**src/logic/sauPkg.sv**
```systemverilog
/*
 * Shared types for the scalar arithmetic unit
 * Word and count types, unimplemented-function pattern
 * Opcode, function, combine, check and cause enums
 * Request and result structs
 */

package sauPkg;

	// ==========================================================
	// Widths and constants
	// ==========================================================
	localparam int dataWidth = 64;

	typedef logic [dataWidth-1:0] wordT;
	typedef logic [$clog2(dataWidth):0] countT;	// 0 to 64 inclusive

	localparam wordT deadWord = {4{16'hdead}};

	// ==========================================================
	// Encodings
	// ==========================================================
	typedef enum logic [2:0]
	{
		opR3 = 3'd0,	// Register-register function in sauFuncT
		opAddi = 3'd1,
		opAndi = 3'd2,
		opOri = 3'd3,
		opXori = 3'd4,
		opSubfi = 3'd5,	// imm - a
		opChk = 3'd6
	} sauOpcodeT;

	typedef enum logic [4:0]
	{
		funcAdd = 5'd0,
		funcSub = 5'd1,
		funcAnd = 5'd2,
		funcOr = 5'd3,
		funcXor = 5'd4,
		funcAsl = 5'd5,
		funcLsr = 5'd6,
		funcAsr = 5'd7,
		funcRol = 5'd8,
		funcRor = 5'd9,
		funcMove = 5'd10,
		funcSeq = 5'd11,
		funcSne = 5'd12,
		funcSlt = 5'd13,
		funcSle = 5'd14,
		funcSltu = 5'd15,
		funcSleu = 5'd16,
		funcCntlz = 5'd17,
		funcCntlo = 5'd18,
		funcCnttz = 5'd19,
		funcCntpop = 5'd20
	} sauFuncT;

	typedef enum logic [2:0]
	{
		combAnd = 3'd0,
		combOr = 3'd1,
		combXor = 3'd2,
		combAdd = 3'd3,	// Becomes subtract for funcSub
		combPass = 3'd4
	} combineOpT;

	// Lower bound in b and upper bound in c, compared unsigned
	typedef enum logic [2:0]
	{
		chkInLowLt = 3'd0,	// b <= a < c
		chkInLowLe = 3'd1,	// b <= a <= c
		chkInOpenLt = 3'd2,	// b < a < c
		chkInOpenLe = 3'd3,	// b < a <= c
		chkOutLowLt = 3'd4,
		chkOutLowLe = 3'd5,
		chkOutOpenLt = 3'd6,
		chkOutOpenLe = 3'd7
	} checkCondT;

	typedef enum logic [1:0]
	{
		causeNone = 2'd0,
		causeChk = 2'd1,
		causeUnimp = 2'd2
	} causeT;

	// ==========================================================
	// Request and result
	// ==========================================================
	typedef struct packed
	{
		sauOpcodeT opcode;
		sauFuncT func;
		combineOpT combine;
		checkCondT check;
		wordT a;
		wordT b;
		wordT c;
		wordT imm;
	} sauReqT;

	typedef struct packed
	{
		wordT value;
		causeT cause;
	} sauResT;

endpackage

```
**src/logic/sauBitCount.sv**
```systemverilog
/*
 * Bit counting on a single operand
 * Leading zeros, leading ones and trailing zeros by priority scan
 * Population count by an adder tree over byte counts
 */

`timescale 1ns/10ps

module sauBitCount
	import sauPkg::*;
(
	input wordT a,
	output countT leadZeros,
	output countT leadOnes,
	output countT trailZeros,
	output countT popCount
);

	logic [3:0] byteCnt [8];
	logic [4:0] pairCnt [4];
	logic [5:0] quadCnt [2];

	// Last set bit found from the bottom is the most significant one
	function automatic countT fnLeadZeros(input wordT w);
		countT n;
		n = countT'(dataWidth);	// All-zero word
		for (int i = 0; i < dataWidth; i++)
			if (w[i])
				n = countT'(dataWidth - 1 - i);
		return n;
	endfunction

	function automatic countT fnTrailZeros(input wordT w);
		countT n;
		n = countT'(dataWidth);
		for (int i = dataWidth - 1; i >= 0; i--)
			if (w[i])
				n = countT'(i);
		return n;
	endfunction

	assign leadZeros = fnLeadZeros(a);
	assign leadOnes = fnLeadZeros(~a);	// Leading ones are leading zeros of ~a
	assign trailZeros = fnTrailZeros(a);

	// Population count tree
	always_comb
	begin
		for (int i = 0; i < 8; i++)
		begin
			byteCnt[i] = '0;
			for (int k = 0; k < 8; k++)
				byteCnt[i] = byteCnt[i] + 4'(a[8*i+k]);
		end
		for (int i = 0; i < 4; i++)
			pairCnt[i] = 5'(byteCnt[2*i]) + 5'(byteCnt[2*i+1]);
		for (int i = 0; i < 2; i++)
			quadCnt[i] = 6'(pairCnt[2*i]) + 6'(pairCnt[2*i+1]);
		popCount = countT'(quadCnt[0]) + countT'(quadCnt[1]);
	end

endmodule

```
**src/logic/sauExecute.sv**
```systemverilog
/*
 * Execute stage of the scalar arithmetic unit
 * Opcode and function decode, raw result selection
 * Post-combine with operand c, bounds checks
 * One register stage on the outcome
 */

`timescale 1ns/10ps

module sauExecute
	import sauPkg::*;
(
	input logic clk,
	input logic rstN,
	input logic reqValid,
	input sauReqT req,
	output logic execValid,
	output sauResT execRes
);

	countT leadZeros, leadOnes, trailZeros, popCount;
	wordT shiftLeft, shiftRightLogical, shiftRightArith, rotateLeft, rotateRight;
	wordT rawValue;
	wordT nextValue;
	causeT nextCause;
	logic combinable;	// Result goes through the post-combine
	logic isSub;
	logic geLow, gtLow, ltHigh, leHigh;
	logic chkPass;

	sauBitCount i_bitCount
	(
		.a(req.a),
		.leadZeros(leadZeros),
		.leadOnes(leadOnes),
		.trailZeros(trailZeros),
		.popCount(popCount)
	);

	sauShifter i_shifter
	(
		.a(req.a),
		.b(req.b),
		.shiftLeft(shiftLeft),
		.shiftRightLogical(shiftRightLogical),
		.shiftRightArith(shiftRightArith),
		.rotateLeft(rotateLeft),
		.rotateRight(rotateRight)
	);

	// ==========================================================
	// Unsigned bounds check
	// ==========================================================
	assign geLow = req.a >= req.b;
	assign gtLow = req.a > req.b;
	assign ltHigh = req.a < req.c;
	assign leHigh = req.a <= req.c;

	always_comb
	begin
		case (req.check)
		chkInLowLt: chkPass = geLow & ltHigh;
		chkInLowLe: chkPass = geLow & leHigh;
		chkInOpenLt: chkPass = gtLow & ltHigh;
		chkInOpenLe: chkPass = gtLow & leHigh;
		chkOutLowLt: chkPass = !(geLow & ltHigh);
		chkOutLowLe: chkPass = !(geLow & leHigh);
		chkOutOpenLt: chkPass = !(gtLow & ltHigh);
		chkOutOpenLe: chkPass = !(gtLow & leHigh);
		endcase
	end

	// ==========================================================
	// Raw result
	// ==========================================================
	always_comb
	begin
		rawValue = '0;
		nextCause = causeNone;
		combinable = 1'b0;
		case (req.opcode)
		opR3:
		begin
			combinable = 1'b1;	// Cleared below for the exceptions
			case (req.func)
			funcAdd: rawValue = req.a + req.b;
			funcSub: rawValue = req.a - req.b;
			funcAnd: rawValue = req.a & req.b;
			funcOr: rawValue = req.a | req.b;
			funcXor: rawValue = req.a ^ req.b;
			funcAsl: rawValue = shiftLeft;
			funcLsr: rawValue = shiftRightLogical;
			funcRol: rawValue = rotateLeft;
			funcRor: rawValue = rotateRight;
			funcSeq: rawValue = wordT'(req.a == req.b);
			funcSne: rawValue = wordT'(req.a != req.b);
			funcSlt: rawValue = wordT'($signed(req.a) < $signed(req.b));
			funcSle: rawValue = wordT'($signed(req.a) <= $signed(req.b));
			funcSltu: rawValue = wordT'(req.a < req.b);
			funcSleu: rawValue = wordT'(req.a <= req.b);
			funcAsr:
			begin
				rawValue = shiftRightArith;	// Combine ignored
				combinable = 1'b0;
			end
			funcMove:
			begin
				rawValue = req.b;
				combinable = 1'b0;
			end
			funcCntlz, funcCntlo, funcCnttz, funcCntpop:
			begin
				combinable = 1'b0;
				case (req.func)
				funcCntlz: rawValue = wordT'(leadZeros);
				funcCntlo: rawValue = wordT'(leadOnes);
				funcCnttz: rawValue = wordT'(trailZeros);
				default: rawValue = wordT'(popCount);
				endcase
			end
			default:
			begin
				rawValue = deadWord;
				combinable = 1'b0;
				nextCause = causeUnimp;
			end
			endcase
		end
		opAddi: rawValue = req.a + req.imm;
		opAndi: rawValue = req.a & req.imm;
		opOri: rawValue = req.a | req.imm;
		opXori: rawValue = req.a ^ req.imm;
		opSubfi: rawValue = req.imm - req.a;
		opChk:
		begin
			rawValue = '0;
			if (!chkPass)
				nextCause = causeChk;
		end
		default:
		begin
			rawValue = deadWord;	// Spare opcode encoding
			nextCause = causeUnimp;
		end
		endcase
	end

	// Post-combine with c
	assign isSub = (req.func == funcSub);

	always_comb
	begin
		nextValue = rawValue;
		if (combinable)
			case (req.combine)
			combAnd: nextValue = rawValue & req.c;
			combOr: nextValue = rawValue | req.c;
			combXor: nextValue = rawValue ^ req.c;
			combAdd: nextValue = isSub ? rawValue - req.c : rawValue + req.c;
			default: nextValue = rawValue;	// combPass and spare codes
			endcase
	end

	// ==========================================================
	// Output register
	// ==========================================================
	always_ff @(posedge clk)
	begin
		if (!rstN)
			execValid <= 1'b0;
		else
			execValid <= reqValid;
	end

	always_ff @(posedge clk)
	begin
		if (reqValid)
		begin
			execRes.value <= nextValue;
			execRes.cause <= nextCause;
		end
	end

endmodule

```
**src/logic/sauResultQueue.sv**
```systemverilog
/*
 * Result queue
 * Circular FIFO of results with valid/ready output
 * One credit-return pulse per result removed
 */

`timescale 1ns/10ps

module sauResultQueue
	import sauPkg::*;
#(
	parameter int queueDepth = 4
)
(
	input logic clk,
	input logic rstN,
	input logic execValid,
	input sauResT execRes,
	output logic resValid,
	output sauResT res,
	input logic resReady,
	output logic creditReturn
);

	localparam int ptrWidth = (queueDepth > 1) ? $clog2(queueDepth) : 1;
	localparam int cntWidth = $clog2(queueDepth + 1);

	sauResT entryMem [queueDepth];
	logic [ptrWidth-1:0] wrPtr, rdPtr;
	logic [cntWidth-1:0] count;	// Occupancy
	logic transfer;

	// Wraps at queueDepth, which need not be a power of two
	function automatic logic [ptrWidth-1:0] fnNextPtr(input logic [ptrWidth-1:0] p);
		if (p == ptrWidth'(queueDepth - 1))
			return '0;
		return p + 1'b1;
	endfunction

	assign resValid = (count != '0);
	assign res = entryMem[rdPtr];
	assign transfer = resValid & resReady;

	// Credits guarantee a free slot on every write
	always_ff @(posedge clk)
	begin
		if (execValid)
			entryMem[wrPtr] <= execRes;
	end

	always_ff @(posedge clk)
	begin
		if (!rstN)
		begin
			wrPtr <= '0;
			rdPtr <= '0;
			count <= '0;
			creditReturn <= 1'b0;
		end
		else
		begin
			if (execValid)
				wrPtr <= fnNextPtr(wrPtr);
			if (transfer)
				rdPtr <= fnNextPtr(rdPtr);
			case ({execValid, transfer})
			2'b10: count <= count + 1'b1;
			2'b01: count <= count - 1'b1;
			default: count <= count;	// Both or neither
			endcase
			creditReturn <= transfer;	// Pulse the cycle after a pop
		end
	end

endmodule

```
**src/logic/sauShifter.sv**
```systemverilog
/*
 * Shift and rotate unit
 * Left, logical right and arithmetic right shifts of a
 * Rotates built from the overflow half of double-width shifts
 */

`timescale 1ns/10ps

module sauShifter
	import sauPkg::*;
(
	input wordT a,
	input wordT b,
	output wordT shiftLeft,
	output wordT shiftRightLogical,
	output wordT shiftRightArith,
	output wordT rotateLeft,
	output wordT rotateRight
);

	logic [5:0] amount;
	logic [2*dataWidth-1:0] wideLeft;	// Upper half holds bits shifted out
	logic [2*dataWidth-1:0] wideRight;	// Lower half holds bits shifted out

	assign amount = b[5:0];

	assign wideLeft = {{dataWidth{1'b0}}, a} << amount;
	assign wideRight = {a, {dataWidth{1'b0}}} >> amount;

	assign shiftLeft = wideLeft[dataWidth-1:0];
	assign shiftRightLogical = wideRight[2*dataWidth-1:dataWidth];
	assign shiftRightArith = wordT'($signed(a) >>> amount);

	// Fold the overflow half back in
	assign rotateLeft = wideLeft[dataWidth-1:0] | wideLeft[2*dataWidth-1:dataWidth];
	assign rotateRight = wideRight[2*dataWidth-1:dataWidth] | wideRight[dataWidth-1:0];

endmodule

```
**src/logic/sauTop.sv**
```systemverilog
/*
 * Top level of the scalar arithmetic unit
 * Execute stage feeding the credit-guarded result queue
 */

`timescale 1ns/10ps

module sauTop
	import sauPkg::*;
#(
	parameter int queueDepth = 4	// Also the issuer's starting credits
)
(
	input logic clk,
	input logic rstN,
	input logic reqValid,
	input sauReqT req,
	output logic resValid,
	output sauResT res,
	input logic resReady,
	output logic creditReturn
);

	logic execValid;
	sauResT execRes;

	// ==========================================================
	// Execute stage with a fixed one-cycle latency
	// ==========================================================
	sauExecute i_execute
	(
		.clk(clk),
		.rstN(rstN),
		.reqValid(reqValid),
		.req(req),
		.execValid(execValid),
		.execRes(execRes)
	);

	// ==========================================================
	// Output queue
	// ==========================================================
	sauResultQueue #(
		.queueDepth(queueDepth)
	) i_resultQueue
	(
		.clk(clk),
		.rstN(rstN),
		.execValid(execValid),
		.execRes(execRes),
		.resValid(resValid),
		.res(res),
		.resReady(resReady),
		.creditReturn(creditReturn)
	);

endmodule

```
**config.mk**
```make
export PLATFORM = sky130hd
export DESIGN_NAME = sauTop
export DESIGN_NICKNAME = d
export VERILOG_FILES = /design/src/logic/sauPkg.sv /design/src/logic/sauBitCount.sv /design/src/logic/sauExecute.sv /design/src/logic/sauResultQueue.sv /design/src/logic/sauShifter.sv /design/src/logic/sauTop.sv
export SDC_FILE = /design/constraint.sdc
export NUM_CORES = 2
export LEC_CHECK = 0
export ABC_AREA = 1
export BUFFER_PORTS_ARGS = -buffer_cell sky130_fd_sc_hd__buf_2
export CELL_PAD_IN_SITES_DETAIL_PLACEMENT = 0
export CELL_PAD_IN_SITES_GLOBAL_PLACEMENT = 1
export CORE_MARGIN = 4
export CORE_UTILIZATION = 46
export DETAILED_ROUTE_END_ITERATION = 7
export PLACE_DENSITY_LB_ADDON = 0.1
export SETUP_SLACK_MARGIN = 0.2
export SLEW_MARGIN = 25
export SYNTH_ARGS = -nofsm -noshare
export SYNTH_HDL_FRONTEND = slang
export SYNTH_SLANG_ARGS = --single-unit
```
**constraint.sdc**
```tcl
create_clock -name clk -period 14.5 [get_ports clk]
set_input_delay 2.175 -clock clk [delete_from_list [all_inputs] [get_ports clk]]
set_output_delay 2.175 -clock clk [all_outputs]
set_load 0.1 [all_outputs]
```
=== After elaboration in Yosys (flattened, before gate mapping) ===
Memory sizes are Yosys's and may differ from the RTL's. A register that Yosys moved wholly into a read port is not among the register bits.
Index checks and enable logic that the tools add are counted.

* $add $sub $neg: 73
* Magnitude comparators: 8
* Eq/ne operators: 42
* Shift operators: 3
* Muxes and demuxes: 219
* Bitwise gates (word level): 17
* Reductions and logical operators: 14

{| class="wikitable"
|+ Operator list
! kind !! number
|-
| 2-to-1 mux 7 bit || 192
|-
| one-hot mux 64 bit (18 select lines) || 1
|-
| one-hot mux 64 bit (7 select lines) || 1
|-
| OR 64 bit || 5
|-
| one-hot mux 64 bit (4 select lines) || 1
|-
| adder 64 bit || 3
|-
| bitwise AND 64 bit || 3
|-
| <= comparator 64 bit || 3
|-
| < comparator 64 bit || 3
|-
| subtractor 64 bit || 3
|-
| XOR 64 bit || 3
|-
| adder 4 x 1 -> 4 bit || 32
|-
| 2-to-1 mux 64 bit || 2
|-
| left shift 64 x 6 -> 128 bit || 1
|-
| right shift 128 x 6 -> 128 bit || 1
|-
| == test 64 bit || 1
|-
| greater-or-equal comparator 64 bit || 1
|-
| > comparator 64 bit || 1
|-
| inequality test 64 bit || 1
|-
| inverter 64 bit || 1
|-
| >>> shifter 64 x 6 -> 64 bit || 1
|-
| == test 5 x 4 -> 1 bit (second input constant) || 8
|-
| adder 3 x 1 -> 4 bit || 8
|-
| == test 5 bit (second input constant) || 5
|-
| 32 further kinds || 95
|}

* Register bits: 75
* Memory bits (writable): 264
* Input port bits: 274
* Memories: 1

{| class="wikitable"
|+ Memories
! memory !! words !! bits a word !! read ports !! clocked after memory_dff !! write ports !! RTL line !! RTL
|-
| i_resultQueue.entryMem || 4 || 66 || 1 || 1 || 1 || sauResultQueue.sv:28 || <nowiki>sauResT entryMem [queueDepth];</nowiki>
|}

=== Logic depth before layout (Yosys ltp) ===
* Depth after elaboration: 72
* Mapped depth: 114
* Mapped depth without buffers: 114

=== Modules after synthesis ===
A second synthesis with hierarchy kept.

* Cell total of the unflattened synthesis: 10502
* Area total of the unflattened synthesis: 64856.0 um^2

{| class="wikitable"
|+ By module, submodules not included
! module !! times used !! cells each !! area each (um^2)
|-
| sauExecute || 1 || 6658 || 38557.0
|-
| sauShifter || 1 || 2473 || 11639.9
|-
| sauResultQueue || 1 || 704 || 10882.9
|-
| sauBitCount || 1 || 667 || 3776.1
|}

=== Worst setup path after synthesis ===
No wires, ideal clock.

* Path type: in2reg
* Start point: input port req[251] (netlist name)
* End point: register, netlist name i_execute.execRes[63]
* Library setup time: 0.253 ns
* Arrival: 12.132 ns
* Setup slack: 2.115 ns
* Stages on the path: 57
* Path through: clkbuf_1 > inv_1 > fa_1 > fa_1 > inv_1 > fa_1 > inv_1 > fa_1 > inv_1 > fa_1 > inv_1 > fa_1 > fa_1 > fa_1 > inv_1 > ha_1 > fa_1 > nand3_1 > [21 not listed] > a21oi_2 > o21ai_2 > a21boi_2 > o21ai_1 > a21boi_0 > o21ai_2 > a21boi_2 > o21ai_2 > a21boi_2 > inv_1 > a21boi_1 > o31ai_2 > nand2_1 > o21ai_1 > o21ai_0 > nand3_1 > o21ai_1 > inv_1

* Word-level cells in the longest chain between the ends: 67
* Elaborated cells on any way between the ends: 111

{| class="wikitable"
|+ RTL lines
! what !! RTL line !! RTL
|-
| start, declared || sauTop.sv:17 || <nowiki>input sauReqT req,</nowiki>
|-
| 2-to-1 mux 7 bit (60 in series) || sauBitCount.sv:37 || <nowiki>if (w[i])</nowiki>
|-
| one-hot mux 7 bit (3 select lines) || sauExecute.sv:114 || <nowiki>case (req.func)</nowiki>
|-
| one-hot mux 64 bit (18 select lines) || sauExecute.sv:85 || <nowiki>case (req.func)</nowiki>
|-
| one-hot mux 64 bit (7 select lines) * || sauExecute.sv:81 || <nowiki>case (req.opcode)</nowiki>
|-
| adder 64 bit / subtractor 64 bit (equally long branches) || sauExecute.sv:159 || <nowiki>combAdd: nextValue = isSub ? rawValue - req.c : rawValue + req.c;</nowiki>
|-
| 2-to-1 mux 64 bit || sauExecute.sv:159 ||
|-
| one-hot mux 64 bit (4 select lines) || sauExecute.sv:155 || <nowiki>case (req.combine)</nowiki>
|-
| 2-to-1 mux 64 bit * || sauExecute.sv:154 || <nowiki>if (combinable)</nowiki>
|-
| net i_execute.nextValue[61] || sauExecute.sv:24 || <nowiki>wordT nextValue;</nowiki>
|}

Mark *: on every way through the listed nets, which the timed path passes. The rest lies on a longest branch.
A chain may end at the register's enable or synchronous reset.

=== Worst setup path in the final report ===
* Start point: input port req[253] (netlist name)
* End point: register, netlist name i_execute.execRes[63]

* Word-level cells in the longest chain between the ends: 69
* Elaborated cells on any way between the ends: 107

{| class="wikitable"
|+ RTL lines
! what !! RTL line
|-
| 2-to-1 mux 7 bit (62 in series) || sauBitCount.sv:37
|-
| one-hot mux 7 bit (3 select lines) || sauExecute.sv:114
|-
| one-hot mux 64 bit (18 select lines) || sauExecute.sv:85
|-
| one-hot mux 64 bit (7 select lines) * || sauExecute.sv:81
|-
| adder 64 bit / subtractor 64 bit (equally long branches) || sauExecute.sv:159
|-
| 2-to-1 mux 64 bit || sauExecute.sv:159
|-
| one-hot mux 64 bit (4 select lines) || sauExecute.sv:155
|-
| 2-to-1 mux 64 bit * || sauExecute.sv:154
|-
| net i_execute.nextValue[61] || sauExecute.sv:24
|}

Marked as above.

==> metrics.md <==
| Metric | Value |
|---|---|
| Register area share after synthesis | `a little under a fifth` |
| Fill count | `12.1k` |
| Gr busiest metal | `met2` |
| Syn nets | `just over 9k` |
| ANT nets after route | `0` |
| Clock transition at path regs | `0.07 ns` |
| Routability cong. | `around 1.1` |
| Number of nets in the layout | `9487` |
| Vias | `64.3k` |
| Largest net degree at the start of global routing | `130` |
| Crit path max-delay family | `compound AO/OA/AOI/OAI gates` |
| Status | `complete, no violations` |
| DP HPWL | `255000 um` |
| Row cnt | `126` |
| Delay of the slowest critical-path stage | `0.72 ns` |
| Setup Crit Path Kind | `input port to flip-flop` |
| Post-synth top area share | `18.0%` |
| Final min period | `~14 ns` |
| Setup crit end | `i_execute.execRes[63]` |
| Overall Power | `about 6.3 mW` |
| Router iterations before antenna repair | `7` |
| Remaining Overflow, GRT | `0` |
| Quantity of hold-fixing buffers added after cts | `0` |
| RSZ-0062 raised after global routing | `false` |
| Worst rel slew slack | `16.1%` |
| Maximum vdd drop | `0.228 mV` |
| Drt total wl | `318000 um` |
| Most common cell on crit path | `inv_1` |
| Fraction of layout cells with a size suffix above 1 | `9.43%` |
| CP max stage cell | `a2111oi_1` |
| Avg Cell Area, Syn | `6.59 um2` |
| MaxCap Viol Count | `0` |
| CTS tree | `done` |
| Period utilization | `95.0%` |
| Crit path required time | `14.81 ns` |
| Core ar. | `118000 um2` |
| Number of synthesized register bits | `341` |
| Final Max Slew Viols | `0` |
| Area grow syn2layout | `7.94%` |
| Residual DRC | `0` |
| WP buf/inv | `11` |
| Die area | `125000 um2` |
| Chip width | `354 um` |
| Worst-case reg-to-reg path depth | `5` |
| Pwr Density | `106 nW/um2` |
| Initial core utilization | `46.5%` |
| Syn. warnings | `0` |
| Cell taking the most area after synthesis | `edfxtp_1` |
| Vias per Instance | `6.33` |
| Max Fclk | `72.6 MHz` |
| Die height | `354 um` |
| Post-DR wirelength/cell | `about 31 um` |
| Async set or reset register ratio after synthesis | `0%` |
| GR Util met3 | `between 10% and 20%` |
| Met1 Use GR | `55.6%` |
| Final Hold Vio Count | `0` |
| Max FO, Critical Path | `5` |
| Final setup viols | `0` |
| Cells after Synth | `~8.4k` |
| Clk Latency, worst-skew pair | `0.56 ns` |
| CP startpoint kind | `input port` |
| Top_reg_cell synth | `edfxtp_1` |
| EDFF count, synth | `330` |
| Global-route wire length before repair | `437000 um` |
| Post-Syn Area | `55100 um2` |
| CP Capture Type | `flip-flop` |
| Area of the multi-input gates | `38500 um2` |
| Sink Count | `341` |
| Crit Reg-Reg Startpoint | `i_resultQueue.wrPtr[0]` |
| FF/Latch Area | `10100 um2` |
| R2r setup slk | `12.43 ns` |
| Number of global-route vias before repair | `59.7k` |
| Initial antenna violation count | `66` |
| Layout Skew | `0.0172 ns` |
| Worst slew pin tran | `between 1 and 1.5 ns` |
| Root Buffer Master | `clkbuf_16` |
| Setup crit start | `req[253]` |
| DRT iter0 DRCs | `between 8k and 9k` |
| Synth top area cells | `edfxtp_1 18%, ha_1 15%, nand2_1 11%` |
| Clock Tree Buf Depth | `3` |
| Fin Setup TNS | `0 ns` |
| GRT Total Usage | `48.1%` |
| Critical path arrival | `about 14 ns` |
| Setup WS post-layout | `0.732 ns` |
| DP Worst Slack | `roughly 0.39 ns` |
| CTS buffer count | `25` |
| Number of I/O port buffers | `341` |
| Synth unique cells | `84` |
| CP Depth | `61` |
| Met2 Resource Use GR | `71.7%` |
| FF-to-FF End | `i_resultQueue.entryMem[0][28]` |
| LEAKAGE | `28.5 nW` |
| H-tree Lvls | `1` |
| Hold/Removal Path Class | `flip-flop to flip-flop` |
| Ports | `342` |
## power breakdown
group | switching (mW) | leakage, nW | internal, mW
logic | 3.11 | 25.0 | 1.23
clock network | 0.325 | 0.423 | 0.412
registers | 0.0478 | 3.13 | 1.17
total | 3.49 | 28.5 | 2.80
## layout make-up
| cell class | count | area share [%] |
|---|---|---|
| multi-input combinational | 6357 | 64.8 |
| sequential | 341 | 17.1 |
| inverter | 1229 | 7.79 |
| timing repair buffer | 533 | 5.37 |
| tap | 1600 | 3.37 |
| clock buffer | 31 | 1.09 |
| clock inverter | 15 | 0.364 |
| antenna | 47 | 0.198 |
## synth_stat cells (all sizes together) (6+ instances only)
| cell type | instances |
|---|---|
| ha | 667 |
| or2 | 43 |
| xor2 | 149 |
| o311ai | 12 |
| clkinv | 16 |
| a2111oi | 38 |
| nor4 | 38 |
| clkbuf | 333 |
| nand2 | 1589 |
| dfxtp | 11 |
| xnor2 | 6 |
| nor2 | 809 |
| edfxtp | 330 |
| a21boi | 23 |
| o21bai | 13 |
| o21a | 30 |
| o211ai | 76 |
| a21oi | 794 |
| nand3 | 262 |
| nand4 | 60 |
| o2111ai | 45 |
| a31oi | 44 |
| mux2i | 139 |
| o22ai | 136 |
| o31ai | 28 |
| nor3 | 91 |
| a221oi | 94 |
| o221ai | 21 |
| o21ai | 1008 |
| buf | 83 |
| a211oi | 31 |
| inv | 1213 |
| fa | 59 |
## per-layer routing
layer / wire length [um] / vias up
met1: 113000 / 30100
li1: - / 28600
met4: 37500 / 12
met2: 131000 / 4283
met3: 36500 / 1258
met5: 81 / -
## sequential cells by signal, summed over array words and instances (netlist names), named ones only
signal	count
i_resultQueue.rdPtr	2
i_resultQueue.wrPtr	2
i_resultQueue.entryMem	264
i_execute.execValid	1
i_execute.execRes	66
i_resultQueue.creditReturn	1
i_resultQueue.count	3
## cells in the final DEF, fill, tap and decap left out, types with 47 or more instances in the layout
cell type and instances:
a21oi_1 777, a221oi_1 94, buf_2 339, buf_4 190, diode_2 47, edfxtp_1 330, fa_1 57, ha_1 667
inv_1 1180, mux2i_1 138, nand2_1 1565, nand3_1 256, nand4_1 60, nor2_1 792, nor3_1 88, o211ai_1 75
o21ai_0 935, o22ai_1 136, xor2_1 149
## how the worst min path moves through the flow
stage	from	to	slack [ns]	cells past startpoint
floorplan	i_resultQueue.count[0]	i_resultQueue.count[0]	0.42	1
global placement	i_resultQueue.count[0]	i_resultQueue.count[0]	0.44	1
detailed placement	i_resultQueue.count[0]	i_resultQueue.count[0]	0.44	1
CTS	i_resultQueue.count[0]	i_resultQueue.count[0]	0.45	1
global route	i_resultQueue.count[0]	i_resultQueue.count[0]	0.47	1
finish	i_resultQueue.count[0]	i_resultQueue.count[0]	0.46	1
## through the flow
step / cell area, um2 / instances / hold slack [ns] / utilization, %
floorplan: 55100 / 8352 / 0.422 / -
global placement: 58400 / 10100 / 0.436 / 49.3
finish: 59400 / 10200 / 0.461 / 50.2
detailed placement: 58400 / 10100 / 0.444 / 49.3
CTS: 59300 / 10100 / 0.455 / 50.1
global route: 59400 / 10100 / 0.471 / 50.2
## repair_timing
action                     CTS  global route
resized for setup            0             3
setup buffers                0             0
setup endpoints to repair    0             7
## cells by family (layout without fill, tap and decap cells)
| kind of cell | after synthesis | in the layout | share of synthesized area [%] |
|---|---|---|---|
| AO/OA/AOI/OAI | 2435 | 2435 | 25.7 |
| XOR/XNOR | 155 | 155 | 2.47 |
| adder cells (fa/ha/maj) | 726 | 726 | 17.3 |
| buffers and inverters | 1654 | 1808 | 12.1 |
| flip-flops | 341 | 341 | 18.4 |
| multiplexers | 139 | 139 | 2.53 |
| other | 0 | 47 | 0 |
| AND/OR/NAND/NOR | 2902 | 2902 | 21.5 |
(Power assumes the default switching activity.)
